**src/dyn_pkg.sv**
```systemverilog
package dyn_pkg;

  // --------------------
  // Widths
  // --------------------
  localparam int VADDR_BITS     = 28;
  localparam int PADDR_BITS     = 28;
  localparam int PAGE_BITS      = 12;
  localparam int TLB_IDX_BITS   = 4;
  localparam int TLB_ENTRIES    = 16;
  localparam int TAG_BITS       = 12;
  localparam int PPN_BITS       = 16;
  localparam int LEN_BITS       = 16;
  localparam int CTRL_ADDR_BITS = 8;
  localparam int CTRL_DATA_BITS = 32;
  localparam int XDMA_CTL_BITS  = 16;

  // --------------------
  // Control address map
  // --------------------
  // Table entries at word addresses 0x00..0x0F
  localparam logic [CTRL_ADDR_BITS-1:0] CTRL_TLB_BASE   = 8'h00;
  localparam logic [CTRL_ADDR_BITS-1:0] CTRL_FAULT_ADDR = 8'h40;
  localparam logic [CTRL_ADDR_BITS-1:0] CTRL_STATUS     = 8'h41;

  typedef enum logic [1:0] {
    TGT_TLB,
    TGT_FAULT,
    TGT_STATUS,
    TGT_NONE
  } ctrl_target_e;

  // Read is host to card, write is card to host
  typedef enum logic {
    DMA_RD = 1'b0,
    DMA_WR = 1'b1
  } dma_dir_e;

  typedef struct packed {
    logic                      wr;
    logic                      rd;
    logic [CTRL_ADDR_BITS-1:0] addr;
    logic [CTRL_DATA_BITS-1:0] wdata;
  } ctrl_req_t;

  typedef struct packed {
    logic                      valid;
    logic [CTRL_DATA_BITS-1:0] rdata;
  } ctrl_rsp_t;

  typedef struct packed {
    logic                  valid;
    dma_dir_e              dir;
    logic [VADDR_BITS-1:0] vaddr;
    logic [LEN_BITS-1:0]   len;
    logic                  ctl;
  } dma_req_t;

  typedef struct packed {
    logic                     h2c_valid;
    logic                     c2h_valid;
    logic [PADDR_BITS-1:0]    addr;
    logic [LEN_BITS-1:0]      len;
    logic [XDMA_CTL_BITS-1:0] ctl_word;
  } xdma_req_t;

  // Field order gives valid at bit 28, tag at 27:16, ppn at 15:0
  typedef struct packed {
    logic                valid;
    logic [TAG_BITS-1:0] tag;
    logic [PPN_BITS-1:0] ppn;
  } tlb_entry_t;

endpackage

```
**src/ctrl_decoder.sv**
```systemverilog
`timescale 1ns/1ps

module ctrl_decoder (
  input  logic                                aclk,
  input  logic                                arst_n,
  input  dyn_pkg::ctrl_req_t                  ctrl_req,
  output dyn_pkg::ctrl_rsp_t                  ctrl_rsp,
  output logic                                tlb_wr,
  output logic                                tlb_rd,
  output logic [dyn_pkg::TLB_IDX_BITS-1:0]    tlb_idx,
  output dyn_pkg::tlb_entry_t                 tlb_wdata,
  input  dyn_pkg::tlb_entry_t                 tlb_rdata,
  output logic                                fault_clear,
  input  logic [dyn_pkg::VADDR_BITS-1:0]      fault_vaddr,
  input  logic                                fault_pending
);

  dyn_pkg::ctrl_target_e               target;
  dyn_pkg::ctrl_target_e               rd_target_q;
  logic                                rd_valid_q;
  logic [dyn_pkg::CTRL_DATA_BITS-1:0]  fault_rdata_q;

  // --------------------
  // Address decode
  // --------------------
  always_comb begin
    if (ctrl_req.addr[dyn_pkg::CTRL_ADDR_BITS-1:dyn_pkg::TLB_IDX_BITS] ==
        dyn_pkg::CTRL_TLB_BASE[dyn_pkg::CTRL_ADDR_BITS-1:dyn_pkg::TLB_IDX_BITS]) begin
      target = dyn_pkg::TGT_TLB;
    end else if (ctrl_req.addr == dyn_pkg::CTRL_FAULT_ADDR) begin
      target = dyn_pkg::TGT_FAULT;
    end else if (ctrl_req.addr == dyn_pkg::CTRL_STATUS) begin
      target = dyn_pkg::TGT_STATUS;
    end else begin
      target = dyn_pkg::TGT_NONE;
    end
  end

  // Table accesses go straight through
  assign tlb_wr    = ctrl_req.wr && (target == dyn_pkg::TGT_TLB);
  assign tlb_rd    = ctrl_req.rd && (target == dyn_pkg::TGT_TLB);
  assign tlb_idx   = ctrl_req.addr[dyn_pkg::TLB_IDX_BITS-1:0];
  assign tlb_wdata = dyn_pkg::tlb_entry_t'(ctrl_req.wdata[$bits(dyn_pkg::tlb_entry_t)-1:0]);

  // Status write with bit 0 set drops the pending flag
  assign fault_clear = ctrl_req.wr && (target == dyn_pkg::TGT_STATUS) && ctrl_req.wdata[0];

  // --------------------
  // Read response
  // --------------------
  always_ff @(posedge aclk or negedge arst_n) begin
    if (!arst_n) begin
      rd_valid_q  <= 1'b0;
      rd_target_q <= dyn_pkg::TGT_NONE;
    end else begin
      rd_valid_q <= ctrl_req.rd;
      if (ctrl_req.rd) begin
        rd_target_q <= target;
      end
    end
  end

  // Fault side snapshot taken at the read edge
  always_ff @(posedge aclk) begin
    if (ctrl_req.rd) begin
      if (target == dyn_pkg::TGT_FAULT) begin
        fault_rdata_q <= {{(dyn_pkg::CTRL_DATA_BITS-dyn_pkg::VADDR_BITS){1'b0}}, fault_vaddr};
      end else begin
        fault_rdata_q <= {{(dyn_pkg::CTRL_DATA_BITS-1){1'b0}}, fault_pending};
      end
    end
  end

  // Table data is already registered inside the table
  always_comb begin
    ctrl_rsp.valid = rd_valid_q;
    case (rd_target_q)
      dyn_pkg::TGT_TLB: begin
        ctrl_rsp.rdata = {{(dyn_pkg::CTRL_DATA_BITS-$bits(dyn_pkg::tlb_entry_t)){1'b0}},
                          tlb_rdata};
      end
      dyn_pkg::TGT_FAULT, dyn_pkg::TGT_STATUS: begin
        ctrl_rsp.rdata = fault_rdata_q;
      end
      default: begin
        ctrl_rsp.rdata = '0;
      end
    endcase
  end

endmodule

```
**src/tlb_table.sv**
```systemverilog
`timescale 1ns/1ps

module tlb_table (
  input  logic                              aclk,
  input  logic                              arst_n,
  // Control port
  input  logic                              wr,
  input  logic                              rd,
  input  logic [dyn_pkg::TLB_IDX_BITS-1:0]  ctrl_idx,
  input  dyn_pkg::tlb_entry_t               wdata,
  output dyn_pkg::tlb_entry_t               rdata,
  // Lookup port
  input  logic [dyn_pkg::TLB_IDX_BITS-1:0]  lookup_idx,
  input  logic [dyn_pkg::TAG_BITS-1:0]      lookup_tag,
  output logic                              hit,
  output logic [dyn_pkg::PPN_BITS-1:0]      ppn
);

  dyn_pkg::tlb_entry_t entries [dyn_pkg::TLB_ENTRIES];
  dyn_pkg::tlb_entry_t lookup_entry;

  // --------------------
  // Entry storage
  // --------------------
  // Every entry clears to invalid on reset
  always_ff @(posedge aclk or negedge arst_n) begin
    if (!arst_n) begin
      for (int i = 0; i < dyn_pkg::TLB_ENTRIES; i++) begin
        entries[i] <= '0;
      end
    end else if (wr) begin
      entries[ctrl_idx] <= wdata;
    end
  end

  // Control readback
  always_ff @(posedge aclk or negedge arst_n) begin
    if (!arst_n) begin
      rdata <= '0;
    end else if (rd) begin
      rdata <= entries[ctrl_idx];
    end
  end

  // --------------------
  // Lookup
  // --------------------
  assign lookup_entry = entries[lookup_idx];

  always_ff @(posedge aclk or negedge arst_n) begin
    if (!arst_n) begin
      hit <= 1'b0;
    end else begin
      hit <= lookup_entry.valid && (lookup_entry.tag == lookup_tag);
    end
  end

  // PPN registered alongside hit
  always_ff @(posedge aclk) begin
    ppn <= lookup_entry.ppn;
  end

endmodule

```
**src/dma_req_former.sv**
```systemverilog
`timescale 1ns/1ps

module dma_req_former (
  input  logic                              aclk,
  input  logic                              arst_n,
  input  dyn_pkg::dma_req_t                 dma_req,
  output logic [dyn_pkg::TLB_IDX_BITS-1:0]  lookup_idx,
  output logic [dyn_pkg::TAG_BITS-1:0]      lookup_tag,
  input  logic                              hit,
  input  logic [dyn_pkg::PPN_BITS-1:0]      ppn,
  output dyn_pkg::xdma_req_t                xdma_req,
  output logic                              fault_strobe,
  output logic [dyn_pkg::VADDR_BITS-1:0]    fault_vaddr
);

  // Stage one
  logic                                s1_valid;
  dyn_pkg::dma_dir_e                   s1_dir;
  logic [dyn_pkg::VADDR_BITS-1:0]      s1_vaddr;
  logic [dyn_pkg::LEN_BITS-1:0]        s1_len;
  logic                                s1_ctl;

  // Stage two
  logic                                h2c_q;
  logic                                c2h_q;
  logic                                fault_q;
  logic [dyn_pkg::PADDR_BITS-1:0]      addr_q;
  logic [dyn_pkg::LEN_BITS-1:0]        len_q;
  logic [dyn_pkg::XDMA_CTL_BITS-1:0]   ctl_q;
  logic [dyn_pkg::VADDR_BITS-1:0]      vaddr_q;

  // Index from the low VPN bits, tag from the rest
  assign lookup_idx = dma_req.vaddr[dyn_pkg::PAGE_BITS +: dyn_pkg::TLB_IDX_BITS];
  assign lookup_tag = dma_req.vaddr[dyn_pkg::VADDR_BITS-1 -: dyn_pkg::TAG_BITS];

  // --------------------
  // Stage one
  // --------------------
  always_ff @(posedge aclk or negedge arst_n) begin
    if (!arst_n) begin
      s1_valid <= 1'b0;
    end else begin
      s1_valid <= dma_req.valid;
    end
  end

  always_ff @(posedge aclk) begin
    if (dma_req.valid) begin
      s1_dir   <= dma_req.dir;
      s1_vaddr <= dma_req.vaddr;
      s1_len   <= dma_req.len;
      s1_ctl   <= dma_req.ctl;
    end
  end

  // --------------------
  // Stage two
  // --------------------
  always_ff @(posedge aclk or negedge arst_n) begin
    if (!arst_n) begin
      h2c_q   <= 1'b0;
      c2h_q   <= 1'b0;
      fault_q <= 1'b0;
    end else begin
      h2c_q   <= s1_valid && hit && (s1_dir == dyn_pkg::DMA_RD);
      c2h_q   <= s1_valid && hit && (s1_dir == dyn_pkg::DMA_WR);
      fault_q <= s1_valid && !hit;
    end
  end

  // Channel control word takes ctl in bits 4, 1 and 0
  always_ff @(posedge aclk) begin
    if (s1_valid) begin
      addr_q  <= {ppn, s1_vaddr[dyn_pkg::PAGE_BITS-1:0]};
      len_q   <= s1_len;
      ctl_q   <= {{(dyn_pkg::XDMA_CTL_BITS-5){1'b0}}, s1_ctl, 2'b00, {2{s1_ctl}}};
      vaddr_q <= s1_vaddr;
    end
  end

  always_comb begin
    xdma_req.h2c_valid = h2c_q;
    xdma_req.c2h_valid = c2h_q;
    xdma_req.addr      = addr_q;
    xdma_req.len       = len_q;
    xdma_req.ctl_word  = ctl_q;
  end

  assign fault_strobe = fault_q;
  assign fault_vaddr  = vaddr_q;

endmodule

```
**src/fault_reg.sv**
```systemverilog
`timescale 1ns/1ps

module fault_reg (
  input  logic                            aclk,
  input  logic                            arst_n,
  input  logic                            fault_strobe,
  input  logic [dyn_pkg::VADDR_BITS-1:0]  fault_vaddr_in,
  input  logic                            clear,
  output logic [dyn_pkg::VADDR_BITS-1:0]  fault_vaddr,
  output logic                            pending
);

  // --------------------
  // Pending flag
  // --------------------
  // Clear beats a fault in the same cycle, and that fault is dropped
  always_ff @(posedge aclk or negedge arst_n) begin
    if (!arst_n) begin
      pending <= 1'b0;
    end else if (clear) begin
      pending <= 1'b0;
    end else if (fault_strobe) begin
      pending <= 1'b1;
    end
  end

  // --------------------
  // Fault address
  // --------------------
  // Only the first miss is kept until software clears it
  always_ff @(posedge aclk or negedge arst_n) begin
    if (!arst_n) begin
      fault_vaddr <= '0;
    end else if (fault_strobe && !pending && !clear) begin
      fault_vaddr <= fault_vaddr_in;
    end
  end

endmodule

```
**src/dyn_region_top.sv**
```systemverilog
`timescale 1ns/1ps

module dyn_region_top (
  input  logic                aclk,
  input  logic                arst_n,
  input  dyn_pkg::ctrl_req_t  ctrl_req,
  output dyn_pkg::ctrl_rsp_t  ctrl_rsp,
  input  dyn_pkg::dma_req_t   dma_req,
  output dyn_pkg::xdma_req_t  xdma_req,
  output logic                usr_irq
);

  // Control side
  logic                              tlb_wr;
  logic                              tlb_rd;
  logic [dyn_pkg::TLB_IDX_BITS-1:0]  tlb_idx;
  dyn_pkg::tlb_entry_t               tlb_wdata;
  dyn_pkg::tlb_entry_t               tlb_rdata;
  logic                              fault_clear;
  logic [dyn_pkg::VADDR_BITS-1:0]    fault_vaddr;

  // DMA side
  logic [dyn_pkg::TLB_IDX_BITS-1:0]  lookup_idx;
  logic [dyn_pkg::TAG_BITS-1:0]      lookup_tag;
  logic                              lookup_hit;
  logic [dyn_pkg::PPN_BITS-1:0]      lookup_ppn;
  logic                              fault_strobe;
  logic [dyn_pkg::VADDR_BITS-1:0]    miss_vaddr;

  // --------------------
  // Control decode
  // --------------------
  ctrl_decoder inst_ctrl_decoder (
    .aclk          (aclk),
    .arst_n        (arst_n),
    .ctrl_req      (ctrl_req),
    .ctrl_rsp      (ctrl_rsp),
    .tlb_wr        (tlb_wr),
    .tlb_rd        (tlb_rd),
    .tlb_idx       (tlb_idx),
    .tlb_wdata     (tlb_wdata),
    .tlb_rdata     (tlb_rdata),
    .fault_clear   (fault_clear),
    .fault_vaddr   (fault_vaddr),
    .fault_pending (usr_irq)
  );

  // --------------------
  // Translation table
  // --------------------
  tlb_table inst_tlb_table (
    .aclk       (aclk),
    .arst_n     (arst_n),
    .wr         (tlb_wr),
    .rd         (tlb_rd),
    .ctrl_idx   (tlb_idx),
    .wdata      (tlb_wdata),
    .rdata      (tlb_rdata),
    .lookup_idx (lookup_idx),
    .lookup_tag (lookup_tag),
    .hit        (lookup_hit),
    .ppn        (lookup_ppn)
  );

  // --------------------
  // DMA request path
  // --------------------
  dma_req_former inst_dma_req_former (
    .aclk         (aclk),
    .arst_n       (arst_n),
    .dma_req      (dma_req),
    .lookup_idx   (lookup_idx),
    .lookup_tag   (lookup_tag),
    .hit          (lookup_hit),
    .ppn          (lookup_ppn),
    .xdma_req     (xdma_req),
    .fault_strobe (fault_strobe),
    .fault_vaddr  (miss_vaddr)
  );

  // Pending flag is the region interrupt
  fault_reg inst_fault_reg (
    .aclk           (aclk),
    .arst_n         (arst_n),
    .fault_strobe   (fault_strobe),
    .fault_vaddr_in (miss_vaddr),
    .clear          (fault_clear),
    .fault_vaddr    (fault_vaddr),
    .pending        (usr_irq)
  );

endmodule

```
**config.mk**
```make
export PLATFORM = sky130hd
export DESIGN_NAME = dyn_region_top
export DESIGN_NICKNAME = d
export VERILOG_FILES = /design/src/dyn_pkg.sv /design/src/ctrl_decoder.sv /design/src/tlb_table.sv /design/src/dma_req_former.sv /design/src/fault_reg.sv /design/src/dyn_region_top.sv
export SDC_FILE = /design/constraint.sdc
export NUM_CORES = 1
export LEC_CHECK = 0
export BUFFER_PORTS_ARGS = -buffer_cell sky130_fd_sc_hd__buf_2
export CORE_MARGIN = 4
export CORE_UTILIZATION = 55
export DETAILED_ROUTE_END_ITERATION = 10
export GPL_TIMING_DRIVEN = 0
export PLACE_DENSITY_LB_ADDON = 0.3
export SKIP_CTS_REPAIR_TIMING = 1
export SYNTH_ARGS = -nofsm -noshare
export SYNTH_HDL_FRONTEND = slang
export SYNTH_SLANG_ARGS = --single-unit
```
**constraint.sdc**
```tcl
create_clock -name aclk -period 3.7 [get_ports aclk]
set_input_delay 0.37 -clock aclk [delete_from_list [all_inputs] [get_ports aclk]]
set_output_delay 0.37 -clock aclk [all_outputs]
set_load 0.01 [all_outputs]
```
==> results of run 1 <==
-- worst max-delay path: cells and delay by family (launching register included) --
| family | cells | cell delay [ns] |
|---|---|---|
| buf+inv | 4 | 1.28 |
| fa+ha+maj | 1 | 0.26 |
| compound gates | 1 | 0.26 |
| flops | 1 | 0.55 |
| simple gates | 1 | 0.12 |
-- registers in the layout, summed over array words and instances (netlist names) --
signal and count:
inst_dma_req_former.s1_dir 1, inst_tlb_table.hit 1, inst_dma_req_former.fault_strobe 1, inst_tlb_table.rdata 29, inst_dma_req_former.c2h_q 1, inst_dma_req_former.s1_ctl 1, inst_fault_reg.pending 1, inst_dma_req_former.h2c_q 1
inst_ctrl_decoder.fault_rdata_q 28, inst_dma_req_former.s1_len 16, inst_ctrl_decoder.rd_target_q 2, inst_dma_req_former.s1_vaddr 28, inst_ctrl_decoder.rd_valid_q 1, inst_dma_req_former.addr_q 16, inst_dma_req_former.fault_vaddr 28, inst_fault_reg.fault_vaddr 28
inst_tlb_table.ppn 16, inst_dma_req_former.len_q 16, inst_dma_req_former.s1_valid 1, inst_dma_req_former.ctl_q 1, inst_tlb_table.entries 464
-- cell usage in the layout, fill, tap and decap left out, types with 19 or more instances in the layout --
cell type / count
sky130_fd_sc_hd__a22o_1: 28
sky130_fd_sc_hd__and2_1: 28
sky130_fd_sc_hd__buf_1: 23
sky130_fd_sc_hd__buf_2: 221
sky130_fd_sc_hd__buf_4: 34
sky130_fd_sc_hd__clkbuf_1: 88
sky130_fd_sc_hd__clkbuf_16: 73
sky130_fd_sc_hd__dfrtp_1: 527
sky130_fd_sc_hd__dlygate4sd3_1: 31
sky130_fd_sc_hd__edfxtp_1: 135
sky130_fd_sc_hd__mux2_2: 523
sky130_fd_sc_hd__mux2i_1: 22
sky130_fd_sc_hd__mux4_2: 261
sky130_fd_sc_hd__xnor2_1: 19
-- per-layer routing --
layer	routed length [um]	track usage [%]	up-vias
met4	4290	12.2	2
met5	13	0	-
met3	10100	10.1	262
li1	-	-	7735
met2	43200	45.7	1049
met1	34700	38.8	10252
-- path summary, 6_finish.rpt --
path	depth (start not counted)	endpoint	slack [ns]	startpoint
max in group asynchronous	4	inst_tlb_table.entries[69]	1.75	arst_n
hold reg to reg	0	inst_dma_req_former.addr_q[26]	0.40	inst_tlb_table.ppn[14]
setup / recovery	7	ctrl_rsp[23]	0.26	inst_ctrl_decoder.rd_target_q[0]
hold / removal	1	inst_dma_req_former.s1_vaddr[26]	0.02	dma_req[43]
min in group asynchronous	2	inst_dma_req_former.s1_valid	0.36	arst_n
setup reg to reg	6	inst_tlb_table.hit	1.30	inst_tlb_table.entries[256]
-- power by group --
part	switching (mW)	leakage (nW)	internal, mW	total (mW)
registers	0.241	8.77	8.07	8.31
clock network	3.01	1.14	4.09	7.09
logic	0.838	6.84	0.760	1.60
total	4.09	16.7	12.9	17.0
-- stage by stage --
stage	util, %	hold WS (ns)	instances	power [mW]	area [sq um]
floorplan	-	0.0744	1863	9.29	32100
global placement	58.8	0.387	2794	9.91	33900
detailed placement	59.1	0.390	2799	10.0	34100
CTS	63.1	-0.232	2931	17.1	36400
global route	63.6	0.00868	2963	17.5	36700
finish	63.6	0.0210	2965	17.0	36700
-- kinds of logic (layout without fill, tap and decap cells) --
logic type                 after synthesis  in the layout
buffers and inverters                  194            529
DFF                                    681            681
muxes                                  822            822
other                                    1             18
xor gates and xnor gates                27             27
and+or+nand+nor                         84             84
adders and majority gates                2              2
AOI/OAI and AO/OA                       37             37
-- area by class of cell --
cell class	count	share of cell area, %
clock inverters	27	0.617
flip-flops and latches	681	48.0
repair buffers	203	3.55
well taps	765	2.61
diodes	2	0.0136
clock buffers	105	5.69
plain buffers	192	2.67
inverters	2	0.0204
multi-input cells	988	36.8
==> impl_metrics.toml, run 1 <==
[worst_setup_path]
timing.setup.critical_path_class = "register to primary output"
worst-endpoint-required_ns = 3.33
critical_path.endpoint_type = "primary output"
timing.critical_path.cells = "inv_1 -> ha_1 -> nor2b_1 -> clkbuf_1 -> clkbuf_2 -> a22o_1 -> buf_2"
cp.arrival_ns = 3.07
max_stage_delay_ns = 0.59
critical_path.slowest_cell = "sky130_fd_sc_hd__clkbuf_1"
critPathLaunchType = "register"
worst-path-max-fanout = 10

[drt]
route.vias.total = 19300
totalWireLength_um = 92300
antenna_violating_nets_post_route = 0
route.detailed.wl_per_inst_um = 31.1
drt_iter0_markers = 1971
post_drt_via_cell_ratio = 6.51
post-route-drc-count = 0
firstDrtPassIters = 5

[logic_synthesis]
netlist_top_cells_area = "sky130_fd_sc_hd__dfrtp_1, sky130_fd_sc_hd__mux2_2, sky130_fd_sc_hd__mux4_2, sky130_fd_sc_hd__edfxtp_1, sky130_fd_sc_hd__mux4_1"
synth_common_cells = "sky130_fd_sc_hd__dfrtp_1, sky130_fd_sc_hd__mux2_2, sky130_fd_sc_hd__mux4_2"
most_common_cell_in_the_netlist = "sky130_fd_sc_hd__dfrtp_1"
synthCells = 1848
yosys_register_bits = 681
fraction_of_the_yosys_area_taken_by_sequential_cells_pct = 55.0
synthDominantCellAreaShare_pct = 41.2
yosys.area_share.xor_xnor_pct = 0.737
synth_ff_type = "sky130_fd_sc_hd__dfrtp_1"
synth_mux_area_share_pct = 38.7
post_synth_fa_ha_maj_area_fraction_pct = 0.0780
syn_area_per_cell_sq_um = 17.4
yosysWarningCount = 0
post_synth_instance_area_sq_mm = 0.0321
synth-compound-area-share_pct = 0.999
async_reset_ff_share_pct = 77.8
synth_top_family_by_area = "multiplexers"
synth.largest_area_cell = "sky130_fd_sc_hd__dfrtp_1"
synth_enable_flop_cells = 135
simple_gate_fraction_of_synth_area_pct = 1.43
netlist-cell-type-count = 40

[timing]
post_route_worst_setup_slack_ns = 0.258
final.period_utilization_pct = 93.0
slew_headroom_pct = 7.16
fmax_ghz = 0.290
setup-tns-final_ns = 0
report.final.setup_viol = 0
clock_skew_ns = 0.0166
report.final.hold_viol_count = 0
slew_at_the_pin_closest_to_its_max_slew_limit_ns = 1.39
rsz0062_at_grt = "false"
report.final.slew_viol_count = 0
period_minus_slack_ns = 3.44

[floorplan]
floorplan.die.height_um = 249
ioPinCount = 187
coreArea_sq_mm = 0.0577
dieWidth_um = 249
die-area_sq_mm = 0.0622
row_count = 88
initial_utilization_pct = 55.6

[clocking]
cts_tree = "yes"
clock_insertion_delay_worst_skew_ns = 0.62
clock_sink_count = 681
cts-root-buf = "sky130_fd_sc_hd__clkbuf_16"
cts-root-to-sink-buffers = 3
htree_num_levels = 3
clkSlewWorstSetupHoldPaths_ns = 0.06
numCtsBuffers = 72

[power_and_ir_drop]
ir_drop_uv = 561
p_per_area_mw_per_mm2 = 463
static-leakage-power_nw = 16.7

[grt]
globalRouteTotalUtil_pct = 29.5
wire_length_of_the_first_global_routing_pass_um = 135000
overflow = 0
antenna_found_initial = 3
maximum_number_of_pins_on_one_net_before_global_route_repair = 125
grt_pass1_vias = 20363

[place]
finalWeightedCongestion = 0.860
dp_hpwl_um = 60900
pre_cts_slack_ns = -0.0356
io_buffer_count = 166

[final_layout]
drive_gt1_share_pct = 53.1
areaGrowthSynthToFinish_pct = 14.5
final.fill_count = 4129
area_taken_by_multi_input_logic_gates_sq_mm = 0.0135
regArea_sq_mm = 0.0176
nNetsFinal = 2233

[hold_path]
worst_hold_path_type = "input port to register"

[job]
max_cap_violations = 0

[status]
status = "finished clean"
No activity file was read; power rests on OpenSTA's default activity.
==> inputs of run 2 (changes only) <==
- CTS_BUF_LIST: not set -> sky130_fd_sc_hd__clkbuf_8
- clock period: 3.7 -> 4 ns (I/O delays scaled with it)
==> run 2 against run 1 <==
Die area is the same. Register-to-register slack gained 0.31 ns. First-iteration DRC count shrank 8.5%. Hold slack lost 0.0086 ns. Cell count grew 3.2%. Sequential power shrank 7.6%. Flip-flop and latch count is the same. Largest cell class unchanged. Clock skew grew 0.029 ns.
==> impl_metrics.toml, run 2 (synthesis results as in run 1) <==
[status]
status = "finished clean"

[power_and_ir_drop]
power.switching_fraction_pct = 25.4
p_per_area_mw_per_mm2 = 408
power.net_switching_mw = 3.81
cell_internal_pwr_mw = 11.2
comb_power_share_pct = 9.9
total_power_mw = 15.0
static-leakage-power_nw = 17.0
p_seq_share_pct = 51.2
power_frac_clock_pct = 38.8
ir_drop_uv = 249

[drt]
drt_iter0_markers = 1804
post_drt_via_cell_ratio = 6.41
route.detailed.wl_per_inst_um = 30.3
firstDrtPassIters = 5
post-route-drc-count = 0
antenna_violating_nets_post_route = 0
totalWireLength_um = 92900
route.vias.total = 19606

[worst_setup_path]
timing.setup.critical_path_class = "register to primary output"
critical_path.endpoint_type = "primary output"
critical_path_buf_inv_count = 4
cpLargestDelayFamily = "buffers and inverters"
worst_r2r_src = "inst_tlb_table.entries[143]"
critPathLaunchType = "register"
timing.critical_path.cells = "inv_1 -> ha_1 -> nor2b_1 -> clkbuf_1 -> buf_1 -> a22o_1 -> buf_2"
max_stage_delay_ns = 0.68
crit_path_start = "inst_ctrl_decoder.rd_target_q[0]"
critical_path.slowest_cell = "sky130_fd_sc_hd__buf_1"
worst-path-max-fanout = 10
cp.arrival_ns = 3.37
worst-endpoint-required_ns = 3.60

[final_layout]
finish.instance_area_sq_mm = 0.0367
instances_no_fill = 3061
number_of_flip_flops_in_the_largest_register = 464
nNetsFinal = 2290
layout.cells.most_common = "sky130_fd_sc_hd__dfrtp_1"
areaGrowthSynthToFinish_pct = 14.5
layout_top_registers = "inst_tlb_table.entries (464), inst_tlb_table.rdata (29)"
layout.cells.most_common_list = "sky130_fd_sc_hd__dfrtp_1, sky130_fd_sc_hd__mux2_2, sky130_fd_sc_hd__mux4_2, sky130_fd_sc_hd__buf_2, sky130_fd_sc_hd__edfxtp_1"
largest_register_by_flop_count = "inst_tlb_table.entries"
drive_gt1_share_pct = 52.5

[grt]
grt-busiest-layer = "met2"
globalRouteTotalUtil_pct = 29.6
grt_use_met1_pct = 39.9
overflow = 0
grt_pass1_vias = 20514
grt.met2_usage_pct = 46.1
maximum_number_of_pins_on_one_net_before_global_route_repair = 125
use_met3_pct = 9.07
wire_length_of_the_first_global_routing_pass_um = 135000
antenna_found_initial = 7

[place]
finalWeightedCongestion = 0.860
place_inst = 2799
io_buffer_count = 166
dp_hpwl_um = 60900
post_dp_cell_area_sq_mm = 0.0341

[clocking]
htree_num_levels = 3
cts_tree = "yes"
cts-root-buf = "sky130_fd_sc_hd__clkbuf_8"
cts-root-to-sink-buffers = 3
clkSlewWorstSetupHoldPaths_ns = 0.06
clock_sink_count = 681
clock_insertion_delay_worst_skew_ns = 0.75
numCtsBuffers = 112

[timing]
slew_at_the_pin_closest_to_its_max_slew_limit_ns = 1.42
report.final.setup_viol = 0
period_minus_slack_ns = 3.77
report.final.slew_viol_count = 0
report.final.hold_viol_count = 0
setup-tns-final_ns = 0
clock_skew_ns = 0.0458
rsz0062_at_grt = "false"
final.period_utilization_pct = 94.3
fmax_ghz = 0.265
hold-worst-slack_ns = 0.0124
slew_headroom_pct = 5.42

[hold_path]
worst_hold_path_type = "input port to register"
holdCritStartpoint = "ctrl_req[9]"

[floorplan]
die-area_sq_mm = 0.0622
row_count = 88
coreArea_sq_mm = 0.0577
initial_utilization_pct = 55.6
ioPinCount = 187
floorplan.die.height_um = 249
dieWidth_um = 249

[job]
max_cap_violations = 0
-- run 2: cell count changes in the layout (fill, tap and decap cells not counted), moves of 3 or more --
cell and delta:
sky130_fd_sc_hd__clkbuf_8 +116, sky130_fd_sc_hd__clkbuf_16 -73, sky130_fd_sc_hd__inv_1 +60, sky130_fd_sc_hd__clkbuf_1 -17
sky130_fd_sc_hd__dlygate4sd3_1 +17, sky130_fd_sc_hd__clkinv_1 -3, sky130_fd_sc_hd__clkinv_2 -3
-- run 2: worst paths after layout --
path,slack [ns],to,cells after the start
setup reg to reg,1.61,inst_tlb_table.hit,6
max in group asynchronous,2.08,inst_tlb_table.entries[275],4
hold / removal,0.01,inst_tlb_table.entries[386],2
min in group asynchronous,0.27,inst_dma_req_former.c2h_q,2
hold reg to reg,0.39,inst_dma_req_former.addr_q[19],0
setup / recovery,0.23,ctrl_rsp[0],7
-- run 2: routing by layer --
metal	wire, um	part of all wire, %
met2	44200	48
met3	9970	11
met1	35400	38
met5	28	0.030
met4	3350	3.6
-- run 2: layout make-up --
type | instances | area, sq um
well taps | 765 | 957
plain buffers | 192 | 977
fillers | 4185 | 21000
clock inverters | 79 | 362
flip-flops and latches | 681 | 17600
multi-input cells | 988 | 13500
clock buffers | 130 | 1790
repair buffers | 220 | 1470
diodes | 4 | 10.0
inverters | 2 | 7.51
-- run 2: per-stage QoR --
stage | utilization, % | setup slack [ns]
final | 63.7 | 0.228
after floorplan | - | 1.55
after global routing | 63.7 | 0.0617
after CTS | 62.8 | 0.130
after detailed placement | 59.1 | 0.234
after global placement | 58.8 | -8.09
-- run 2: power groups by stage --
stage          logic [mW]  clock network [mW]  registers [mW]
6_report             1.49                5.83            7.68
5_1_grt              1.58                6.23            7.72
4_1_cts              1.45                5.90            7.68
3_5_place_dp         1.44                   0            7.80
3_3_place_gp         1.38                   0            7.79
2_1_floorplan       0.853                   0            7.74
==> inputs of run 3 (changes only) <==
- CTS_BUF_LIST: sky130_fd_sc_hd__clkbuf_8 -> not set
==> run 3 against run 2 <==
Hold slack better by 0.038 ns. Routed wire length down 0.36%. First-iteration DRC count up 9.9%. Critical endpoint unchanged. Cell count down 3.1%. Design area about the same. Non-clock buffer count down 17. Via count down 1.3%. Setup slack better by 0.062 ns. Clock skew down 0.028 ns. Largest cell class unchanged. Combinational power about the same. Clock power up 13%. Critical path depth unchanged.
==> impl_metrics.toml, run 3 (synthesis results as in run 1) <==
[timing]
fmax_ghz = 0.270
report.final.hold_viol_count = 0
final.period_utilization_pct = 92.7
slew_headroom_pct = 7.02
clock_skew_ns = 0.0180
period_minus_slack_ns = 3.71
report.final.slew_viol_count = 0
report.final.setup_viol = 0
rsz0062_at_grt = "false"
slew_at_the_pin_closest_to_its_max_slew_limit_ns = 1.39

[worst_setup_path]
cpLargestDelayFamily = "buffers and inverters"
worst-path-max-fanout = 10
worst-endpoint-required_ns = 3.60
max_stage_delay_ns = 0.68
timing.critical_path.cells = "inv_1 -> ha_1 -> nor2b_1 -> clkbuf_1 -> buf_1 -> a22o_1 -> buf_2"
critical_path.slowest_cell = "sky130_fd_sc_hd__buf_1"
critical_path.endpoint_type = "primary output"
cp.arrival_ns = 3.31
timing.setup.critical_path_class = "register to primary output"
critPathLaunchType = "register"
critical_path_buf_inv_count = 4

[grt]
overflow = 0
grt_pass1_vias = 20363
maximum_number_of_pins_on_one_net_before_global_route_repair = 125
wire_length_of_the_first_global_routing_pass_um = 135000
globalRouteTotalUtil_pct = 29.5
antenna_found_initial = 3

[power_and_ir_drop]
total_power_mw = 15.7
p_per_area_mw_per_mm2 = 428
ir_drop_uv = 518
static-leakage-power_nw = 16.7

[final_layout]
layout.cells.most_common_list = "sky130_fd_sc_hd__dfrtp_1, sky130_fd_sc_hd__mux2_2, sky130_fd_sc_hd__mux4_2, sky130_fd_sc_hd__buf_2, sky130_fd_sc_hd__edfxtp_1"
fin_util_pct = 63.6
layout_top_registers = "inst_tlb_table.entries (464), inst_tlb_table.rdata (29)"
drive_gt1_share_pct = 53.0
areaGrowthSynthToFinish_pct = 14.5
nNetsFinal = 2233
layout.cells.most_common = "sky130_fd_sc_hd__dfrtp_1"
largest_register_by_flop_count = "inst_tlb_table.entries"
number_of_flip_flops_in_the_largest_register = 464

[floorplan]
die-area_sq_mm = 0.0622
ioPinCount = 187
row_count = 88
dieWidth_um = 249
initial_utilization_pct = 55.6
floorplan.die.height_um = 249
coreArea_sq_mm = 0.0577

[clocking]
htree_num_levels = 3
cts-root-to-sink-buffers = 3
clock_insertion_delay_worst_skew_ns = 0.62
cts-root-buf = "sky130_fd_sc_hd__clkbuf_16"
clock_sink_count = 681
numCtsBuffers = 72
clkSlewWorstSetupHoldPaths_ns = 0.06
cts_tree = "yes"

[drt]
drt_iter0_markers = 1982
post-route-drc-count = 0
totalWireLength_um = 92500
firstDrtPassIters = 5
post_drt_via_cell_ratio = 6.52
antenna_violating_nets_post_route = 0
route.detailed.wl_per_inst_um = 31.2
route.vias.total = 19346

[place]
io_buffer_count = 166
finalWeightedCongestion = 0.860
dp_hpwl_um = 60900

[status]
status = "finished clean"

[job]
max_cap_violations = 0

[hold_path]
worst_hold_path_type = "input port to register"
run 3: cell types whose count changed in the layout (fill, tap and decap cells not counted), sizes merged:
cell,previous run,this run
clkbuf,202,177
bufinv,1,2
clkinv,12,20
dlygate4sd3,48,31
diode,4,2
clkinvlp,2,1
inv,66,6
run 3: report_power, final:
part / switching (mW) / leakage [nW] / internal (mW)
clock network: 2.79 / 1.14 / 3.78
logic: 0.775 / 6.83 / 0.703
registers: 0.224 / 8.77 / 7.46
total: 3.79 / 16.7 / 11.9
run 3: cell type report:
type | count | area (sq um)
diodes | 2 | 5.00
plain buffers | 192 | 977
clock buffers | 105 | 2090
clock inverters | 27 | 226
fillers | 4129 | 21000
inverters | 2 | 7.51
multi-input cells | 988 | 13500
flip-flops and latches | 681 | 17600
well taps | 765 | 957
repair buffers | 203 | 1300
run 3: through the flow:
stage,setup TNS (ns),setup slack [ns],instance area [sq um],instances,hold WS (ns)
after floorplan,0,1.55,32100,1863,0.104
after global placement,-4237.80,-8.09,33900,2794,0.387
after detailed placement,0,0.234,34100,2799,0.390
after CTS,0,0.257,36400,2931,-0.202
after global routing,0,0.187,36700,2963,0.0387
final,0,0.290,36700,2965,0.0503
run 3: per-layer routing:
metal	vias up	share of wire (%)	wire [um]	GRT usage (%)
met3	262	11	10200	10.1
li1	7732	-	-	-
met4	2	4.5	4190	12.2
met5	-	0.014	13	0
met1	10292	38	34700	38.8
met2	1058	47	43400	45.7
run 3: path summary, 6_finish.rpt:
| path | startpoint | end | slack, ns | depth (start not counted) |
|---|---|---|---|---|
| worst min register to register | inst_tlb_table.ppn[14] | inst_dma_req_former.addr_q[26] | 0.40 | 0 |
| worst min-delay path | dma_req[43] | inst_dma_req_former.s1_vaddr[26] | 0.05 | 1 |
| worst max register to register | inst_tlb_table.entries[256] | inst_tlb_table.hit | 1.62 | 6 |
| min in group asynchronous | arst_n | inst_tlb_table.entries[351] | 0.38 | 2 |
| max in group asynchronous | arst_n | inst_tlb_table.entries[68] | 2.04 | 4 |
| worst max-delay path | inst_ctrl_decoder.rd_target_q[0] | ctrl_rsp[0] | 0.29 | 7 |
